`config.mk`:
```
export PLATFORM = sky130hd
export DESIGN_NAME = line_writeback
export DESIGN_NICKNAME = d
export VERILOG_FILES = /design/src/logic/dcache_pkg.sv /design/src/logic/line_writeback.sv
export SDC_FILE = /design/constraint.sdc
export NUM_CORES = 1
export LEC_CHECK = 0
export ABC_AREA = 1
export BUFFER_PORTS_ARGS = -buffer_cell sky130_fd_sc_hd__buf_2
export CAP_MARGIN = 20
export CELL_PAD_IN_SITES_DETAIL_PLACEMENT = 0
export CELL_PAD_IN_SITES_GLOBAL_PLACEMENT = 1
export CORE_MARGIN = 5
export CORE_UTILIZATION = 39
export DETAILED_ROUTE_END_ITERATION = 8
export GPL_TIMING_DRIVEN = 0
export PLACE_DENSITY = 0.89
export SLEW_MARGIN = 25
export SYNTH_ARGS = -nofsm -noshare
export SYNTH_HDL_FRONTEND = slang
export SYNTH_SLANG_ARGS = --single-unit
```
`constraint.sdc`:
```
create_clock -name clk -period 9.15 [get_ports clk]
set_input_delay 0.915 -clock clk [delete_from_list [all_inputs] [get_ports clk]]
set_output_delay 0.915 -clock clk [all_outputs]
set_load 0.005 [all_outputs]
```
`src/logic/dcache_pkg.sv`:
```
`default_nettype none

package dcache_pkg;

    // Geometry
    localparam int ADDR_W = 32;
    localparam int WORD_W = 32;
    localparam int WAYS = 4;
    localparam int WAY_W = 2;
    localparam int SETS = 16;
    localparam int INDEX_W = 4;
    localparam int WORDS_PER_LINE = 8;
    localparam int OFFSET_W = 3;
    localparam int BYTE_OFF_W = 2;
    localparam int TAG_W = ADDR_W - INDEX_W - OFFSET_W - BYTE_OFF_W;

    // Address fields
    typedef logic [INDEX_W-1:0] index_t;
    typedef logic [OFFSET_W-1:0] offset_t;
    typedef logic [TAG_W-1:0] tag_bits_t;
    typedef logic [TAG_W+INDEX_W-1:0] line_addr_t;

    typedef logic [WORDS_PER_LINE-1:0][WORD_W-1:0] line_t;

    typedef struct packed {
        logic      valid;
        logic      dirty;
        tag_bits_t tag;
    } tag_entry_t;

    typedef struct packed {
        logic              read;
        logic              write;
        logic [ADDR_W-1:0] addr;
        logic [WORD_W-1:0] wdata;
        logic [3:0]        byteenable;
    } cpu_req_t;

    typedef struct packed {
        logic              ar_valid;
        logic [ADDR_W-1:0] ar_addr;
        logic              r_ready;
    } mem_rd_req_t;

    typedef struct packed {
        logic              ar_ready;
        logic              r_valid;
        logic [WORD_W-1:0] r_data;
        logic              r_last;
    } mem_rd_resp_t;

    typedef struct packed {
        logic              aw_valid;
        logic [ADDR_W-1:0] aw_addr;
        logic              w_valid;
        logic [WORD_W-1:0] w_data;
        logic              w_last;
        logic              b_ready;
    } mem_wr_req_t;

    typedef struct packed {
        logic aw_ready;
        logic w_ready;
        logic b_valid;
    } mem_wr_resp_t;

    typedef enum logic [2:0] {
        SWEEP,
        IDLE,
        WRITE_HOLD,
        VICTIM,
        WAIT_WB,
        REQ_LINE,
        RECV,
        DONE
    } cache_state_t;

    typedef enum logic [1:0] {
        WB_IDLE,
        WB_ADDR,
        WB_DATA,
        WB_RESP
    } wb_state_t;

endpackage

`default_nettype wire
```
`src/logic/line_writeback.sv`:
```
`timescale 1ns/1ps
`default_nettype none

module line_writeback (
    input  logic                      clk,
    input  logic                      rst,
    input  logic                      start,
    input  dcache_pkg::line_addr_t    line_addr,
    input  dcache_pkg::line_t         line,
    output logic                      busy,
    output dcache_pkg::line_addr_t    busy_addr,
    output dcache_pkg::mem_wr_req_t   mem_wr_req,
    input  dcache_pkg::mem_wr_resp_t  mem_wr_resp
);

    localparam int LINE_OFF_W = dcache_pkg::OFFSET_W + dcache_pkg::BYTE_OFF_W;

    dcache_pkg::wb_state_t  state;
    dcache_pkg::line_addr_t addr_q;
    dcache_pkg::line_t      line_q;
    dcache_pkg::offset_t    beat;
    logic                   last_beat;

    assign last_beat = beat == dcache_pkg::offset_t'(dcache_pkg::WORDS_PER_LINE - 1);

    always_comb begin
        mem_wr_req = '0;
        mem_wr_req.aw_addr = {addr_q, {LINE_OFF_W{1'b0}}};
        mem_wr_req.w_data = line_q[beat];
        mem_wr_req.w_last = last_beat;
        mem_wr_req.b_ready = 1'b1;
        mem_wr_req.aw_valid = state == dcache_pkg::WB_ADDR;
        mem_wr_req.w_valid = state == dcache_pkg::WB_DATA;
    end

    assign busy = state != dcache_pkg::WB_IDLE;
    assign busy_addr = addr_q;

    always_ff @(posedge clk) begin
        if (rst) begin
            state <= dcache_pkg::WB_IDLE;
            beat <= '0;
        end else begin
            unique case (state)
                dcache_pkg::WB_IDLE: begin
                    if (start) begin
                        state <= dcache_pkg::WB_ADDR;
                    end
                end
                dcache_pkg::WB_ADDR: begin
                    beat <= '0;
                    if (mem_wr_resp.aw_ready) begin
                        state <= dcache_pkg::WB_DATA;
                    end
                end
                dcache_pkg::WB_DATA: begin
                    if (mem_wr_resp.w_ready) begin
                        beat <= beat + 1'b1;
                        if (last_beat) begin
                            state <= dcache_pkg::WB_RESP;
                        end
                    end
                end
                dcache_pkg::WB_RESP: begin
                    if (mem_wr_resp.b_valid) begin
                        state <= dcache_pkg::WB_IDLE;
                    end
                end
            endcase
        end
    end

    // Own copy of the line, so the cache way can be refilled at once
    always_ff @(posedge clk) begin
        if (start && !busy) begin
            addr_q <= line_addr;
            line_q <= line;
        end
    end

endmodule

`default_nettype wire

```
==> flow_metrics.py <==
metrics = {
    "outcome": {
        "outcome": "finished, final reports clean",
    },
    "global_route": {
        "grt_usage_pct": 18.8,
        "grt_pass1_wl_mm": 47.8,
        "grt_pass1_vias": 8552,
        "grt_max_degree": 104,
        "overflow": 0,
        "antenna_found_initial": 6,
    },
    "critical_path": {
        "r2r-end": "busy_addr[1]$_DFFE_PP_",
        "timing.rr.start": "state[0]$_SDFFE_PP0P_",
        "slowest_stage": "clkbuf_1",
        "cp.required_ns": 8.24,
        "r2r_cells": 6,
        "endpoint_kind": "output pin",
        "cp_max_fo": 10,
        "cp_cell_sequence": "inv_2, buf_6, clkbuf_1, o21ai_0, o21ai_0, nand2_1, nand2_1, buf_2",
        "crit_start": "beat[0]$_SDFFE_PP0P_",
        "crit_type": "reg -> out",
        "start_kind": "flip-flop",
        "worstPathArrival_ns": 2.43,
        "r2r_slack_ns": 7.05,
        "slowest_delay_ns": 0.47,
    },
    "timing": {
        "tns_ns": 0,
        "worst_slack_ns": 5.80,
        "fin_crit_ns": 3.35,
        "setup_violations": 0,
        "hold_viol": 0,
        "worstMarginPinSlew_ns": 0.700,
        "slew_viol_final": 0,
        "maxSlewHeadroom_pct": 53.3,
        "fin_skew_ns": 0.0224,
        "fmax_mhz": 299,
        "rsz0062_at_grt": "false",
        "fin_crit_sh_pct": 36.6,
    },
    "drt": {
        "antenna_left": 0,
        "dr.pass1.iters": 6,
        "wl_met2_mm": 16.6,
        "maxUsedRoutingLayer": "met4",
        "drt_iter0_drc": 507,
        "via_per_inst": 4.68,
        "wl_per_cell_um": 18.5,
        "dr_wl_met3_mm": 2.25,
        "drc": 0,
        "wl_met1_mm": 12.8,
        "routed_wl_mm": 32.7,
        "vias": 8272,
    },
    "synth": {
        "synth_edf_count": 283,
        "synth.most_common_cell": "edfxtp_1",
        "netlist.area_leader.share_pct": 73.7,
        "ys_types": 19,
        "synth-async-reset-ratio_pct": 0,
        "syn_inst": 935,
        "synth.avg_cell_area_um2": 12.3,
        "yosysSeqAreaShare_pct": 74.6,
        "ys_top_cells_by_area": "edfxtp_1 (74%), nor2_1 (7.6%), o21ai_0 (5.8%), nand2_1 (4.6%), buf_4 (2.9%)",
        "synth_top_area_cell": "edfxtp_1",
        "yosys_warnings": 0,
        "synthFlopType": "edfxtp_1",
        "synth_common_cells": "edfxtp_1 (283), nor2_1 (234), nand2_1 (141)",
        "syn-cell-area_um2": 11500,
        "ys_ff_latch": 288,
    },
    "clock_network": {
        "clk_pin_slew_worst_paths_ns": 0.06,
        "ctsHoldBuffers": 0,
        "cts.path.max_buffers": 3,
        "cts.sinks": 288,
        "htree_levels": 1,
        "cts_tree": "yes",
        "clock-root-buffer": "clkbuf_16",
        "post-cts-setup-buffers": 0,
        "cts_buffers": 30,
        "insertion_delay_ns": 0.57,
        "ctsResizeCount": 0,
    },
    "floorplanning": {
        "io_pins": 385,
        "fp.dieW_um": 182,
        "floorplan.die_area_um2": 33100,
        "start_util_pct": 39.2,
        "die_y_um": 182,
        "fp.coreArea_um2": 29400,
        "core.rowCount": 63,
    },
    "min_path": {
        "hold_path_depth": 1,
        "hold_class": "in -> reg",
        "hold_path_end": "line_q[96]$_DFFE_PP_",
        "hp-start": "line[96]",
    },
    "job": {
        "max-cap-violations": 0,
    },
    "pwr": {
        "power_leakage_uw": 0.00623,
        "peakVddDrop_uv": 179,
        "finalPower_uw": 3880,
        "powerDensity_nw_per_um2": 260,
    },
    "placed_design": {
        "dp_hpwl_mm": 24.0,
        "dpl_cell_area_um2": 14000,
        "port_buffers": 378,
        "place_ws_ns": 6.28,
        "gp_congestion": 0.871,
    },
    "layout": {
        "layout.nets": 1648,
        "drive_above_1_share_pct": 35.3,
        "final.fill_count": 2634,
        "postLayoutCoreUtil_pct": 50.9,
        "syn2layout_area_growth_pct": 29.7,
        "final_cell_area_um2": 15000,
    },
}
==> worst max-delay path: cells and delay by family (launching register included) <==
kind	cells	cell delay [ns]
buffers and inverters	4	0.88
flip-flops	1	0.41
AO/OA/AOI/OAI	2	0.34
AND/OR/NAND/NOR	2	0.24
==> metal layers <==
layer	global-route usage, %	vias to the layer above
met5	0	-
met4	6.21	0
met3	3.39	60
met1	23.2	3862
li1	-	4025
met2	33.4	325
==> layout by cell type (no fill, tap or decap), types with 2 or more instances in the layout <==
cell,Yosys,layout
bufinv_16,0,2
buf_1,6,6
o21ai_0,133,133
ha_1,7,7
inv_1,12,11
dfxtp_1,5,5
nor2_1,234,234
clkinv_1,0,5
diode_2,0,6
a21oi_1,3,3
clkbuf_1,16,22
clkinv_2,0,6
conb_1,2,6
clkinvlp_4,0,2
buf_4,44,44
nand3_1,3,3
buf_2,10,388
nand2_1,141,141
edfxtp_1,283,283
clkbuf_16,0,30
o21ai_1,28,28
buf_6,5,5
buf_16,0,3
==> kinds of logic after synthesis <==
kind of cell,after synthesis,share of synthesized area [%]
fa+ha+maj,7,0.760
other cells,2,0.0652
compound gates,164,7.12
buf+inv,96,5.10
simple gates,378,12.3
flops,288,74.6
==> report_power, final <==
group / total, µW / switching, µW / leakage (µW) / internal, µW
combinational: 830 / 522 / 0.00307 / 308
clock: 1150 / 493 / 0.000448 / 656
sequential: 1900 / 80.4 / 0.00272 / 1820
total: 3880 / 1090 / 0.00623 / 2790
==> how the worst max path moves through the flow <==
stage / endpoint / cells past startpoint
finish: mem_wr_req[9] / 8
CTS: mem_wr_req[11] / 8
global route: mem_wr_req[9] / 8
detailed placement: mem_wr_req[11] / 8
global placement: line_q[128]$_DFFE_PP_ / 3
floorplan: busy_addr[0]$_DFFE_PP_ / 2
==> through the flow <==
step	std cells	hold WS, ns
after detailed placement	1710	0.521
after global placement	1707	0.514
final	1768	0.515
after global routing	1768	0.486
after floorplan	939	0.497
after CTS	1762	0.484
==> sequential cells by signal, summed over array words and instances, names as in the netlist <==
name,flops
line_q,256
busy_addr,27
beat,3
state,2
==> cell type report <==
cell class | instances | area, µm² | area share [%]
flip-flops and latches | 288 | 8600 | 57.5
multi-input cells | 555 | 2350 | 15.7
repair buffers | 381 | 1970 | 13.2
clock buffers | 36 | 773 | 5.17
plain buffers | 83 | 539 | 3.61
well taps | 390 | 488 | 3.26
clock inverters | 16 | 154 | 1.03
inverters | 13 | 56.3 | 0.377
diodes | 6 | 15.0 | 0.100
No activity file was read; power rests on OpenSTA's default activity.
