## src/logic/dcache_pkg.sv

```systemverilog
`default_nettype none

package dcache_pkg;

    // Geometry
    localparam int ADDR_W = 32;
    localparam int WORD_W = 32;
    localparam int WAYS = 4;
    localparam int WAY_W = 2;
    localparam int SETS = 16;
    localparam int INDEX_W = 4;
    localparam int WORDS_PER_LINE = 8;
    localparam int OFFSET_W = 3;
    localparam int BYTE_OFF_W = 2;
    localparam int TAG_W = ADDR_W - INDEX_W - OFFSET_W - BYTE_OFF_W;

    // Address fields
    typedef logic [INDEX_W-1:0] index_t;
    typedef logic [OFFSET_W-1:0] offset_t;
    typedef logic [TAG_W-1:0] tag_bits_t;
    typedef logic [TAG_W+INDEX_W-1:0] line_addr_t;

    typedef logic [WORDS_PER_LINE-1:0][WORD_W-1:0] line_t;

    typedef struct packed {
        logic      valid;
        logic      dirty;
        tag_bits_t tag;
    } tag_entry_t;

    typedef struct packed {
        logic              read;
        logic              write;
        logic [ADDR_W-1:0] addr;
        logic [WORD_W-1:0] wdata;
        logic [3:0]        byteenable;
    } cpu_req_t;

    typedef struct packed {
        logic              ar_valid;
        logic [ADDR_W-1:0] ar_addr;
        logic              r_ready;
    } mem_rd_req_t;

    typedef struct packed {
        logic              ar_ready;
        logic              r_valid;
        logic [WORD_W-1:0] r_data;
        logic              r_last;
    } mem_rd_resp_t;

    typedef struct packed {
        logic              aw_valid;
        logic [ADDR_W-1:0] aw_addr;
        logic              w_valid;
        logic [WORD_W-1:0] w_data;
        logic              w_last;
        logic              b_ready;
    } mem_wr_req_t;

    typedef struct packed {
        logic aw_ready;
        logic w_ready;
        logic b_valid;
    } mem_wr_resp_t;

    typedef enum logic [2:0] {
        SWEEP,
        IDLE,
        WRITE_HOLD,
        VICTIM,
        WAIT_WB,
        REQ_LINE,
        RECV,
        DONE
    } cache_state_t;

    typedef enum logic [1:0] {
        WB_IDLE,
        WB_ADDR,
        WB_DATA,
        WB_RESP
    } wb_state_t;

endpackage

`default_nettype wire
```

## src/logic/victim_lfsr.sv

```systemverilog
`timescale 1ns/1ps
`default_nettype none

module victim_lfsr (
    input  logic                         clk,
    input  logic                         rst,
    input  logic                         step,
    output logic [dcache_pkg::WAY_W-1:0] victim_way
);

    logic [7:0] lfsr;
    logic       feedback;

    // Taps 8,6,5,4 give the full 255-state cycle
    assign feedback = lfsr[7] ^ lfsr[5] ^ lfsr[4] ^ lfsr[3];

    always_ff @(posedge clk) begin
        if (rst) begin
            lfsr <= 8'h5a;
        end else if (step) begin
            lfsr <= {lfsr[6:0], feedback};
        end
    end

    assign victim_way = lfsr[dcache_pkg::WAY_W-1:0];

endmodule

`default_nettype wire

```

## config.mk

```make
export PLATFORM = sky130hd
export DESIGN_NAME = victim_lfsr
export DESIGN_NICKNAME = d
export VERILOG_FILES = /design/src/logic/dcache_pkg.sv /design/src/logic/victim_lfsr.sv
export SDC_FILE = /design/constraint.sdc
export NUM_CORES = 1
export LEC_CHECK = 0
export ABC_CLOCK_PERIOD_IN_PS = 880
export BUFFER_PORTS_ARGS = -buffer_cell sky130_fd_sc_hd__clkbuf_2
export CAP_MARGIN = 20
export CORE_AREA = 2 2 39 41
export DETAILED_ROUTE_END_ITERATION = 8
export DIE_AREA = 0 0 41 43
export SLEW_MARGIN = 20
export SYNTH_ARGS = -nofsm -noshare
export SYNTH_HDL_FRONTEND = slang
export SYNTH_SLANG_ARGS = --single-unit
export TNS_END_PERCENT = 10
```

## constraint.sdc

```tcl
create_clock -name clk -period 0.88 [get_ports clk]
set_input_delay 0.132 -clock clk [delete_from_list [all_inputs] [get_ports clk]]
set_output_delay 0.132 -clock clk [all_outputs]
set_load 0.05 [all_outputs]
```

==> results of run 1 <==
-- metrics by stage --
step	hold slack, ns	TNS, ns
floorplan	0.323	0
global placement	0.426	-0.0277
detailed placement	0.427	-0.0386
CTS	0.150	-0.0350
global route	0.160	-0.0565
finish	0.161	0
-- critical path: stages (launching register included) --
cell and delay (ns):
dfxtp_2 0.32, xor2_1 0.16, xnor2_1 0.18, a211oi_2 0.08
-- area by class of cell --
type                       instances  area [um^2]
timing repair buffer               6         55.1
multi-input combinational         19          154
sequential                         8          168
clock buffer                       3         22.5
fill                             144          965
tap                               16         20.0
-- repair_timing --
item / CTS / global route
buffers inserted: 1 / 0
pin swaps: 4 / 2
hold buffers: 0 / 0
setup endpoints to repair: 3 / 3
resized for setup: 9 / 4
-- where the power goes --
part	switching (W)	internal, W
Clock	0.000115	0.000155
Sequential	0.0000256	0.000400
Combinational	0.0000825	0.0000864
-- cell usage in the layout, fill, tap and decap left out, types with 2 or more instances in the layout --
cell type,instances
nor2_1,4
buf_4,2
nor2b_1,3
dfxtp_2,6
clkbuf_4,3
buf_8,2
dfxtp_1,2
clkbuf_2,2
a211o_1,4
mux2i_1,3
-- worst max path at each step --
stage / startpoint / to / slack (ns) / depth (start not counted)
floorplan: lfsr[3] / lfsr[0] / 0.02 / 3
global placement: lfsr[3] / lfsr[0] / -0.03 / 3
detailed placement: lfsr[3] / lfsr[0] / -0.04 / 3
CTS: lfsr[1] / victim_way[1] / -0.02 / 1
global route: lfsr[1] / victim_way[1] / -0.02 / 1
finish: lfsr[7] / lfsr[0] / 0.004 / 3
-- routing by layer --
layer  global-route usage  vias to the layer above  wire length [um]
met4                0.120                        0                19
met5                    0                        -                 0
met1               0.0740                       97               234
li1                     -                      112                 -
met3               0.0314                        2                20
met2               0.0844                        4               219
-- cell families (layout without fill, tap and decap cells) --
family                 count (synthesis)  in the layout
multiplexers                           3              3
buffers and inverters                  4              9
AO/OA/AOI/OAI                          5              5
XOR/XNOR                               3              3
flip-flops                             8              8
AND/OR/NAND/NOR                        8              8
==> impl_metrics.toml, run 1 <==
[logic_synthesis]
postSynthCellCount = 31
synth.avg_cell_area_um2 = 10.7
async_flop_share = 0
synth_ff_type = "dfxtp_1"
synth_most_common_cell = "dfxtp_1"
synth-edff-count = 0
yosysSeqAreaShare = 0.481
synthTopCellsByArea = "dfxtp_1 48%, a211o_1 11%, mux2i_1 9.0%, buf_4 6.8%, nor2b_1 5.6%"
synth_xor_xnor_area_share = 0.0789
synth_compound_area_frac = 0.143
yosysTopAreaCell = "dfxtp_1"
synth_top_area_frac = 0.481
synth_nets = 34
yosys-top-cells-count = "8 x dfxtp_1, 4 x a211o_1, 4 x nor2_1"
synth_top_family_by_area = "compound AO/OA/AOI/OAI gates"
synthSimpleGateAreaFrac = 0.128
yosys.area_share.adder = 0
ys_ff_latch = 8
synthesis.area_um2 = 333
synth.yosys.warnings = 0
yosys.cell_types.count = 11
synth_mux_area_frac = 0.0902

[critical_path]
path_max_fanout = 2
endpoint_kind = "flip-flop"
start_kind = "flip-flop"
r2r_start = "lfsr[7]"
path_class = "reg2reg"
required_ns = 1.01
arrival_ns = 1.00
ff2ff_setup_slack_ns = 0.004
reg2reg_to = "lfsr[0]"
r2r_cells = 3

[worst_hold_path]
hold_end = "lfsr[0]"
worstHoldPathType = "in2reg"
holdCritStartpoint = "rst"
min_path_cells = 2

[route]
drc = 0
firstDrtPassIters = 2
drtAntennaViolNets = 0
via_count = 215
vias_per_cell = 4.13
wl_per_cell_um = 9.48
routed_wl_um = 493
drt-initial-drc-count = 4

[sta]
setup_violations = 0
final_hold_viol_count = 0
relSlewSlack = 0.798
fin_crit_sh = 0.995
rsz0062_at_grt = "true"
worst_slack_ns = 0.00429
fin_skew_ns = 0.00358
tightestPinTransition_ns = 0.303
final_max_slew_viol_count = 0
max_freq_mhz = 1140
fin_crit_ns = 0.876

[global_route]
grt_remaining_overflow = 0
grt_pass1_wl_um = 765
grtUsageTotal = 0.0743
antenna_found_initial = 0
grt_pass1_vias = 202
grt_max_degree = 14

[placed_design]
place_hpwl_um = 327
port_buffers = 4
placed_area_um2 = 354
place.gp.congestion = 0.577
post-place-ws_ns = -0.0386
dp.cells = 48

[final_layout]
top_regs = "lfsr (8)"
diodes = 0
area_delta_synth_final_pct = 25.9
largest_register_ffs = 8
utilization = 0.303
drive_gt1_frac = 0.500
layoutNonFillerInstCount = 52
top_register = "lfsr"
finish.instance_area_um2 = 419
final_net_count = 41

[die]
num_io_pins = 5
fp.dieW_um = 41
initial_utilization = 0.241
die_area_um2 = 1760
num_rows = 14
die_y_um = 43
coreArea_um2 = 1380

[clocking]
root_buffer = "clkbuf_4"
numCtsBuffers = 3
cts_tree = "done"
clock_path_buffers = 2
clk_pin_slew_worst_paths_ns = 0.05
htree_num_levels = 1
clock_latency_ns = 0.25
cts_sinks = 8

[power]
power.density_nw_per_um2 = 2060
power_w = 0.000865
ir_worst_vdd_v = 0.000421
power.static_leakage_nw = 0.180

[run]
drv_cap = 0

[outcome]
status = "finished clean"
No activity file was read; power rests on OpenSTA's default activity.
==> inputs of run 2 (changes only) <==
--- a/config.mk
+++ b/config.mk
@@ -6,7 +6,7 @@
 export NUM_CORES = 1
 export LEC_CHECK = 0
 export ABC_CLOCK_PERIOD_IN_PS = 880
-export BUFFER_PORTS_ARGS = -buffer_cell sky130_fd_sc_hd__clkbuf_2
+export BUFFER_PORTS_ARGS = -buffer_cell sky130_fd_sc_hd__buf_2
 export CAP_MARGIN = 20
 export CORE_AREA = 2 2 39 41
 export DETAILED_ROUTE_END_ITERATION = 8
==> run 2 against run 1 <==
  * Worst setup slack improved by 0.0017 ns
  * Total power down 2.3%
  * Design area decreased by 1.8%
  * Sequential power about the same
  * Combinational power shrank 4%
  * Global-route usage grew 0.53 points
  * Critical path depth unchanged
==> impl_metrics.toml, run 2 (same netlist as run 1, synthesis figures left out) <==
[final_layout]
final_cell_mix = "6 x dfxtp_2, 4 x a211o_1, 4 x nor2_1"
final_net_count = 41
drive_gt1_frac = 0.472
diodes = 0
utilization = 0.297
layout.cells.most_common = "dfxtp_2"
top_register = "lfsr"
largest_register_ffs = 8
area_delta_synth_final_pct = 23.7
top_regs = "lfsr (8)"

[route]
wl_per_cell_um = 9.71
met1_length_um = 256
firstDrtPassIters = 1
via_count = 219
met2WireLength_um = 209
drt-initial-drc-count = 0
drtAntennaViolNets = 0
vias_per_cell = 4.21
drc = 0
top_layer_used = "met4"
routed_wl_um = 505
met3WireLength_um = 11

[critical_path]
arrival_ns = 1.03
path_max_fanout = 2
r2r_start = "lfsr[7]"
cp-startpoint = "lfsr[7]"
endpoint_kind = "flip-flop"
path_class = "reg2reg"
start_kind = "flip-flop"
required_ns = 1.04

[sta]
rsz0062_at_grt = "true"
fin_crit_sh = 0.993
final_max_slew_viol_count = 0
fin_skew_ns = 0.000211
max_freq_mhz = 1140
final_hold_viol_count = 0
relSlewSlack = 0.815
setup_violations = 0
tightestPinTransition_ns = 0.277
fin_crit_ns = 0.874

[clocking]
postCtsSetupBuffers = 0
cts_hold_buf = 0
root_buffer = "clkbuf_4"
numCtsBuffers = 3
clk_pin_slew_worst_paths_ns = 0.05
cts_tree = "done"
cts_sinks = 8
htree_num_levels = 1
clock_latency_ns = 0.24
clock_path_buffers = 2

[power]
pwr-share-clk = 0.305
p_sw_frac = 0.246
ir_worst_vdd_v = 0.000563
pwr-share-comb = 0.193
internal-power_w = 0.000637
power.static_leakage_nw = 0.177
power_w = 0.000845
p_seq_frac = 0.502
power.density_nw_per_um2 = 2050
power_switching_w = 0.000208

[global_route]
antenna_found_initial = 0
grtUsageTotal = 0.0796
grt_pass1_wl_um = 800
grt_max_degree = 14
grt_remaining_overflow = 0
grt_pass1_vias = 191

[die]
initial_utilization = 0.241
die_y_um = 43
coreArea_um2 = 1380
fp.dieW_um = 41
num_rows = 14
die_area_um2 = 1760
num_io_pins = 5

[worst_hold_path]
worstHoldPathType = "in2reg"
holdCritStartpoint = "rst"

[placed_design]
place.gp.congestion = 0.626
port_buffers = 4

[run]
drv_cap = 0

[outcome]
status = "finished clean"
run 2: cell types whose count changed in the layout (fill, tap and decap cells not counted):
cell      change
buf_2         +2
clkbuf_2      -2
xor2_1        +1
xor2_2        -1
run 2: final timing paths:
| kind | end | slack [ns] | cells after the start |
|---|---|---|---|
| setup / recovery | lfsr[0] | 0.006 | 3 |
| hold / removal | lfsr[0] | 0.16 | 2 |
| setup reg to reg | lfsr[0] | 0.006 | 3 |
| hold reg to reg | lfsr[3] | 0.47 | 1 |
run 2: layer usage:
metal / vias to the layer above / global-route usage
li1: 114 / -
met1: 99 / 0.0942
met2: 4 / 0.0813
met3: 2 / 0.0157
met4: 0 / 0.140
met5: - / 0
run 2: critical path, cell delays in order, from the launching register on:
cell	delay, ns
dfxtp_2	0.33
xor2_1	0.18
xnor2_1	0.10
a211oi_2	0.17
run 2: timing repair:
item	4_1_cts	5_1_grt
setup endpoints to repair	3	3
pin swaps	4	0
gates resized for setup	12	0
run 2: power by group through the flow:
stage	combinational (W)	sequential [W]	clock, W
floorplan	0.000129	0.000419	0
global placement	0.000144	0.000424	0
detailed placement	0.000147	0.000423	0
CTS	0.000165	0.000425	0.000278
global route	0.000176	0.000428	0.000308
finish	0.000163	0.000424	0.000257
run 2: layout make-up:
cell class	count	area, um^2
fill	149	972
tap	16	20.0
clock buffer	3	22.5
sequential	8	168
timing repair buffer	6	55.1
multi-input combinational	19	146
run 2: per-stage QoR:
stage / std cells / hold slack, ns / area [um^2] / setup slack [ns] / setup TNS [ns]
3_5_place_dp: 49 / 0.426 / 362 / -0.0497 / -0.0497
2_1_floorplan: 31 / 0.323 / 333 / 0.0159 / 0
4_1_cts: 52 / 0.155 / 412 / -0.00558 / -0.00969
5_1_grt: 52 / 0.154 / 412 / -0.0486 / -0.0904
6_report: 52 / 0.160 / 412 / 0.00595 / 0
3_3_place_gp: 49 / 0.417 / 362 / -0.0405 / -0.0405
