[src/logic/dcache_pkg.sv]
`default_nettype none

package dcache_pkg;

    // Geometry
    localparam int ADDR_W = 32;
    localparam int WORD_W = 32;
    localparam int WAYS = 4;
    localparam int WAY_W = 2;
    localparam int SETS = 16;
    localparam int INDEX_W = 4;
    localparam int WORDS_PER_LINE = 8;
    localparam int OFFSET_W = 3;
    localparam int BYTE_OFF_W = 2;
    localparam int TAG_W = ADDR_W - INDEX_W - OFFSET_W - BYTE_OFF_W;

    // Address fields
    typedef logic [INDEX_W-1:0] index_t;
    typedef logic [OFFSET_W-1:0] offset_t;
    typedef logic [TAG_W-1:0] tag_bits_t;
    typedef logic [TAG_W+INDEX_W-1:0] line_addr_t;

    typedef logic [WORDS_PER_LINE-1:0][WORD_W-1:0] line_t;

    typedef struct packed {
        logic      valid;
        logic      dirty;
        tag_bits_t tag;
    } tag_entry_t;

    typedef struct packed {
        logic              read;
        logic              write;
        logic [ADDR_W-1:0] addr;
        logic [WORD_W-1:0] wdata;
        logic [3:0]        byteenable;
    } cpu_req_t;

    typedef struct packed {
        logic              ar_valid;
        logic [ADDR_W-1:0] ar_addr;
        logic              r_ready;
    } mem_rd_req_t;

    typedef struct packed {
        logic              ar_ready;
        logic              r_valid;
        logic [WORD_W-1:0] r_data;
        logic              r_last;
    } mem_rd_resp_t;

    typedef struct packed {
        logic              aw_valid;
        logic [ADDR_W-1:0] aw_addr;
        logic              w_valid;
        logic [WORD_W-1:0] w_data;
        logic              w_last;
        logic              b_ready;
    } mem_wr_req_t;

    typedef struct packed {
        logic aw_ready;
        logic w_ready;
        logic b_valid;
    } mem_wr_resp_t;

    typedef enum logic [2:0] {
        SWEEP,
        IDLE,
        WRITE_HOLD,
        VICTIM,
        WAIT_WB,
        REQ_LINE,
        RECV,
        DONE
    } cache_state_t;

    typedef enum logic [1:0] {
        WB_IDLE,
        WB_ADDR,
        WB_DATA,
        WB_RESP
    } wb_state_t;

endpackage

`default_nettype wire
[src/logic/dcache_ctrl.sv]
`timescale 1ns/1ps
`default_nettype none

module dcache_ctrl (
    input  logic                                         clk,
    input  logic                                         rst,
    input  dcache_pkg::cpu_req_t                         cpu_req,
    output logic [dcache_pkg::WORD_W-1:0]                rdata,
    output logic                                         stall,
    output dcache_pkg::index_t                           ram_index,
    output logic [dcache_pkg::WAYS-1:0]                  tag_we,
    output logic [dcache_pkg::WAYS-1:0]                  data_we,
    output dcache_pkg::tag_entry_t                       tag_wdata,
    output dcache_pkg::line_t                            line_wdata,
    input  dcache_pkg::tag_entry_t [dcache_pkg::WAYS-1:0] tag_rdata,
    input  dcache_pkg::line_t [dcache_pkg::WAYS-1:0]      line_rdata,
    input  logic [dcache_pkg::WAY_W-1:0]                 victim_way,
    output logic                                         lfsr_step,
    output logic                                         wb_start,
    output dcache_pkg::line_addr_t                       wb_line_addr,
    output dcache_pkg::line_t                            wb_line,
    input  logic                                         wb_busy,
    input  dcache_pkg::line_addr_t                       wb_busy_addr,
    output dcache_pkg::mem_rd_req_t                      mem_rd_req,
    input  dcache_pkg::mem_rd_resp_t                     mem_rd_resp
);

    localparam int LINE_OFF_W = dcache_pkg::OFFSET_W + dcache_pkg::BYTE_OFF_W;

    dcache_pkg::cache_state_t state, next_state;
    dcache_pkg::cpu_req_t     req;
    logic                     req_pending;
    logic                     accept;
    dcache_pkg::index_t       sweep_cnt;
    dcache_pkg::offset_t      beat_cnt;

    dcache_pkg::tag_bits_t  req_tag;
    dcache_pkg::index_t     req_index;
    dcache_pkg::offset_t    req_offset;
    dcache_pkg::line_addr_t req_line;
    dcache_pkg::index_t     cpu_index;

    logic [dcache_pkg::WAYS-1:0] hit_vec;
    logic                        hit;
    dcache_pkg::line_t           hit_line;
    dcache_pkg::line_t           recv_buf;
    dcache_pkg::line_t           fill_line;
    dcache_pkg::line_t           merged_line;
    dcache_pkg::tag_entry_t      victim_tag;
    logic                        victim_dirty;
    logic                        line_clash;

    function automatic logic [31:0] merge_bytes(
        input logic [31:0] old_word,
        input logic [31:0] new_word,
        input logic [3:0]  be
    );
        logic [31:0] res;
        res = old_word;
        for (int b = 0; b < 4; b++) begin
            if (be[b]) begin
                res[b*8 +: 8] = new_word[b*8 +: 8];
            end
        end
        return res;
    endfunction

    assign req_offset = req.addr[dcache_pkg::BYTE_OFF_W +: dcache_pkg::OFFSET_W];
    assign req_index = req.addr[LINE_OFF_W +: dcache_pkg::INDEX_W];
    assign req_tag = req.addr[dcache_pkg::ADDR_W-1 -: dcache_pkg::TAG_W];
    assign req_line = {req_tag, req_index};
    assign cpu_index = cpu_req.addr[LINE_OFF_W +: dcache_pkg::INDEX_W];

    // Tag compare across all ways
    always_comb begin
        hit_line = '0;
        for (int w = 0; w < dcache_pkg::WAYS; w++) begin
            hit_vec[w] = tag_rdata[w].valid && (tag_rdata[w].tag == req_tag);
            if (hit_vec[w]) begin
                hit_line = hit_line | line_rdata[w];
            end
        end
    end
    assign hit = |hit_vec;

    assign victim_tag = tag_rdata[victim_way];
    assign victim_dirty = victim_tag.valid && victim_tag.dirty;
    assign line_clash = wb_busy && (wb_busy_addr == req_line);

    assign wb_line_addr = {victim_tag.tag, req_index};
    assign wb_line = line_rdata[victim_way];

    // Refill line with the beat arriving this cycle patched in
    always_comb begin
        fill_line = recv_buf;
        fill_line[beat_cnt] = mem_rd_resp.r_data;
        merged_line = (state == dcache_pkg::RECV) ? fill_line : hit_line;
        if (req.write) begin
            merged_line[req_offset] = merge_bytes(merged_line[req_offset], req.wdata,
                                                  req.byteenable);
        end
    end
    assign line_wdata = merged_line;

    always_comb begin
        if (state == dcache_pkg::SWEEP) begin
            tag_wdata = '0;
        end else begin
            tag_wdata = '{valid: 1'b1, dirty: req.write, tag: req_tag};
        end
    end

    assign rdata = (state == dcache_pkg::DONE) ? recv_buf[req_offset] : hit_line[req_offset];

    always_comb begin
        next_state = state;
        stall = 1'b1;
        tag_we = '0;
        data_we = '0;
        lfsr_step = 1'b0;
        wb_start = 1'b0;
        mem_rd_req = '0;
        mem_rd_req.ar_addr = {req_line, {LINE_OFF_W{1'b0}}};
        unique case (state)
            dcache_pkg::SWEEP: begin
                tag_we = '1;
                if (sweep_cnt == '1) begin
                    next_state = dcache_pkg::IDLE;
                end
            end
            dcache_pkg::IDLE: begin
                // Only a read hit lets the CPU move on right away
                stall = req_pending && !(req.read && hit);
                if (req_pending && hit && req.write) begin
                    tag_we = hit_vec;
                    data_we = hit_vec;
                    next_state = dcache_pkg::WRITE_HOLD;
                end else if (req_pending && !hit) begin
                    lfsr_step = 1'b1;
                    next_state = dcache_pkg::VICTIM;
                end
            end
            dcache_pkg::WRITE_HOLD: begin
                stall = 1'b0;
                next_state = dcache_pkg::IDLE;
            end
            dcache_pkg::VICTIM: begin
                if ((victim_dirty && wb_busy) || line_clash) begin
                    next_state = dcache_pkg::WAIT_WB;
                end else begin
                    wb_start = victim_dirty;
                    next_state = dcache_pkg::REQ_LINE;
                end
            end
            dcache_pkg::WAIT_WB: begin
                if (!wb_busy) begin
                    next_state = dcache_pkg::VICTIM;
                end
            end
            dcache_pkg::REQ_LINE: begin
                mem_rd_req.ar_valid = 1'b1;
                if (mem_rd_resp.ar_ready) begin
                    next_state = dcache_pkg::RECV;
                end
            end
            dcache_pkg::RECV: begin
                mem_rd_req.r_ready = 1'b1;
                if (mem_rd_resp.r_valid && mem_rd_resp.r_last) begin
                    tag_we[victim_way] = 1'b1;
                    data_we[victim_way] = 1'b1;
                    next_state = dcache_pkg::DONE;
                end
            end
            dcache_pkg::DONE: begin
                stall = 1'b0;
                next_state = dcache_pkg::IDLE;
            end
        endcase
    end

    assign accept = !stall && (cpu_req.read || cpu_req.write);

    // Storage follows the incoming request whenever one may be taken
    always_comb begin
        if (state == dcache_pkg::SWEEP) begin
            ram_index = sweep_cnt;
        end else if (stall) begin
            ram_index = req_index;
        end else begin
            ram_index = cpu_index;
        end
    end

    always_ff @(posedge clk) begin
        if (rst) begin
            state <= dcache_pkg::SWEEP;
            sweep_cnt <= '0;
            req_pending <= 1'b0;
            beat_cnt <= '0;
        end else begin
            state <= next_state;
            if (state == dcache_pkg::SWEEP) begin
                sweep_cnt <= sweep_cnt + 1'b1;
            end
            if (!stall) begin
                req_pending <= accept;
            end
            if (state == dcache_pkg::REQ_LINE) begin
                beat_cnt <= '0;
            end else if (state == dcache_pkg::RECV && mem_rd_resp.r_valid) begin
                beat_cnt <= beat_cnt + 1'b1;
            end
        end
    end

    always_ff @(posedge clk) begin
        if (accept) begin
            req <= cpu_req;
        end
        if (state == dcache_pkg::RECV && mem_rd_resp.r_valid) begin
            recv_buf[beat_cnt] <= mem_rd_resp.r_data;
        end
    end

endmodule

`default_nettype wire

[config.mk]
export PLATFORM = sky130hd
export DESIGN_NAME = dcache_ctrl
export DESIGN_NICKNAME = d
export VERILOG_FILES = /design/src/logic/dcache_pkg.sv /design/src/logic/dcache_ctrl.sv
export SDC_FILE = /design/constraint.sdc
export NUM_CORES = 2
export LEC_CHECK = 0
export BUFFER_PORTS_ARGS = -buffer_cell sky130_fd_sc_hd__buf_2
export CAP_MARGIN = 20
export CORE_AREA = 4 4 743 745
export DETAILED_ROUTE_END_ITERATION = 8
export DIE_AREA = 0 0 747 749
export PLACE_DENSITY = 0.33
export SYNTH_ARGS = -nofsm -noshare
export SYNTH_HDL_FRONTEND = slang
export SYNTH_SLANG_ARGS = --single-unit
[constraint.sdc]
create_clock -name clk -period 14.5 [get_ports clk]
set_input_delay 1.45 -clock clk [delete_from_list [all_inputs] [get_ports clk]]
set_output_delay 1.45 -clock clk [all_outputs]
set_load 0.05 [all_outputs]
==> flow_summary.json <==
{
  "wirelength_mm": 691,
  "cts_tree": "built",
  "grt_pass1_vias": 54700,
  "critPathKind": "primary input to primary output",
  "ys_warn_count": 0,
  "setup_tns_ps": 0,
  "track_usage": 0.234,
  "synth_most_common_cell": "nand3_1",
  "insertion_delay_ps": 700,
  "fin_area_um2": 64500,
  "ys_seq_elements": 335,
  "holdPathStages": 2,
  "ys_types": 85,
  "postCtsSetupRepairBufs": 0,
  "pin_count": 1906,
  "synthCells": 4844,
  "synth_edf_count": 324,
  "cts_resized": 0,
  "clk_pin_slew_ps": 50,
  "fin_crit_sh": 0.603,
  "cts_buffers": 45,
  "avgViaCountPerCell": 4.40,
  "antenna_found_initial": 589,
  "fp.dieW_um": 747,
  "fp.coreArea_um2": 545000,
  "rsz0062_at_grt": "no",
  "setup_viol": 0,
  "clockBufferDepth": 3,
  "finalHoldViolCount": 0,
  "synth.largest_area_cell": "edfxtp_1",
  "numPortBuffers": 1898,
  "seq_area_frac_synth": 0.225,
  "min_period_ps": 8750,
  "synth.cell_area_um2": 44300,
  "leakage_nw": 23.3,
  "fin_hold_ws_ps": 502,
  "hp-class": "flip-flop to flip-flop",
  "htree_levels": 2,
  "start_util": 0.0814,
  "grt_max_degree": 127,
  "hpwlAfterDp_mm": 594,
  "drv_cap": 0,
  "final_nets": 7655,
  "grt_pass1_wl_mm": 819,
  "finClkSkew_ps": 50.4,
  "std_cell_rows": 271,
  "crit_arrival_ps": 7300,
  "vias": 61600,
  "status": "finished clean",
  "area_growth_pct": 45.7,
  "synth_top_cell_area_share": 0.220,
  "power_density_nw_per_um2": 63.3,
  "start_kind": "primary input",
  "ant_nets": 0,
  "async_flop_share": 0,
  "drive_above_1_share": 0.473,
  "cp-end-kind": "primary output",
  "gp_congestion": 1.09,
  "fillers": 63400,
  "cts-root-buf": "clkbuf_16",
  "grt-ovfl-total": 0,
  "vdd_ir_drop_max_uv": 86.1,
  "worst_ep_required_time_ps": 13050,
  "drtPass1Iterations": 6,
  "die-area_um2": 560000,
  "dpl-instance-area_um2": 62000,
  "tightestPinTransition_ps": 1300,
  "ys.flop_type": "edfxtp_1",
  "ff2ff_path_depth": 13,
  "path_max_fanout": 36,
  "clkSinkCount": 335,
  "wire_per_inst_um": 49.3,
  "synth.area.top_cells": "edfxtp_1 22%, mux4_2 19%, nand3_1 6.3%",
  "cts_hold_buf": 0,
  "relSlewSlack": 0.131,
  "drc": 0,
  "die_h_um": 749,
  "drtIter0Drc": 9137,
  "avgSynthCellArea_um2": 9.15,
  "slew_violations": 0,
  "clock.fmax_mhz": 114,
  "synth.top_cells.by_count": "554 x nand3_1, 381 x mux4_2, 324 x edfxtp_1, 314 x nand2_1, 287 x clkbuf_1"
}
## cell usage in the layout (no fill, tap or decap), types with 15 or more instances in the layout
cell type / synthesis / routed
xor2_1: 56 / 56
and3_1: 219 / 218
o21ai_0: 165 / 165
edfxtp_1: 324 / 324
or3_1: 25 / 25
nor3_1: 66 / 61
mux2_2: 215 / 215
a32oi_1: 103 / 103
inv_1: 58 / 55
nor4_1: 15 / 15
buf_4: 92 / 202
a31o_2: 30 / 30
nand2b_1: 22 / 22
and2_1: 35 / 28
or2_2: 132 / 132
buf_12: 0 / 17
o31ai_1: 22 / 22
diode_2: 0 / 349
a32o_1: 78 / 78
a31oi_1: 17 / 17
o211ai_1: 136 / 136
a21oi_1: 108 / 108
a22oi_1: 166 / 166
nand2_1: 314 / 308
clkbuf_16: 0 / 46
xnor2_1: 68 / 68
buf_2: 162 / 1896
o21ai_1: 56 / 56
nand4_1: 143 / 143
nor2_1: 215 / 201
o211a_1: 22 / 22
o22ai_1: 163 / 163
nand3_1: 554 / 548
mux4_2: 381 / 381
a211oi_1: 18 / 18
mux2i_1: 103 / 103
## cell type report
| type | instances | area (um^2) | area share |
|---|---|---|---|
| Multi-Input combinational cell | 3828 | 31400 | 0.487 |
| Timing Repair Buffer | 2121 | 11400 | 0.177 |
| Sequential cell | 335 | 9950 | 0.154 |
| Tap cell | 7234 | 9050 | 0.140 |
| Clock buffer | 49 | 1160 | 0.0180 |
| Antenna cell | 349 | 873 | 0.0135 |
| Clock inverter | 32 | 389 | 0.00603 |
| Inverter | 61 | 246 | 0.00382 |
## final timing paths
kind                                           startpoint                   endpoint  slack, ps
worst min register to register  sweep_cnt[1]$_SDFFE_PP0P_  sweep_cnt[1]$_SDFFE_PP0P_        500
worst max register to register   mem_rd_req[26]$_DFFE_PP_          req[20]$_DFFE_PP_       7940
worst min-delay path            sweep_cnt[1]$_SDFFE_PP0P_  sweep_cnt[1]$_SDFFE_PP0P_        500
worst max-delay path                        tag_rdata[79]             line_wdata[91]       5750
## state kept, by name (all words and copies together), names as in the netlist
name and flops:
mem_rd_req 27, req_pending 1, req 41, beat_cnt 3
state 3, recv_buf 256, sweep_cnt 4
## power breakdown
group	internal [mW]	total, mW	switching, mW	leakage (nW)
sequential	1.07	1.09	0.0292	2.90
clock	0.710	1.30	0.594	0.745
combinational	0.420	1.69	1.27	19.6
## kinds of logic after synthesis
kind of cell / count (synthesis) / share of synthesized area
AND/OR/NAND/NOR: 1796 / 0.211
XOR/XNOR: 124 / 0.0245
buffers and inverters: 685 / 0.0721
AO/OA/AOI/OAI: 1202 / 0.195
multiplexers: 699 / 0.272
adder cells (fa/ha/maj): 2 / 0.000565
flip-flops: 335 / 0.225
other: 1 / 0.0000846
## worst max-delay path, cell delays in order
cell and delay [ps]:
buf_2 180, xor2_1 210, nor4_4 400, buf_4 520, and2_4 570, buf_4 560
buf_4 550, nand3_1 140, nand4_1 190, buf_4 310, nor2_1 120, o311ai_1 630
o22ai_2 270, o21ai_0 550, buf_2 370
## routing by layer
layer  wire, um  up-vias  global-route usage  share of wire
met2     271000     5024               0.325           0.39
met5       1940        -                   0         0.0028
met3      97000     1372               0.123           0.14
met1     283000    32000               0.297           0.41
li1           -    22900                   -              -
met4      38500      304               0.103          0.056
## through the flow
stage	total power [mW]	std cells	setup WS, ps	util
floorplan	1.88	4848	6940	-
global placement	2.79	13600	5630	0.114
detailed placement	2.79	13600	5770	0.114
CTS	4.09	13700	5760	0.117
global route	4.15	13800	5750	0.118
finish	4.09	14000	5750	0.119
Note: power is estimated with default switching activity, not from simulation.
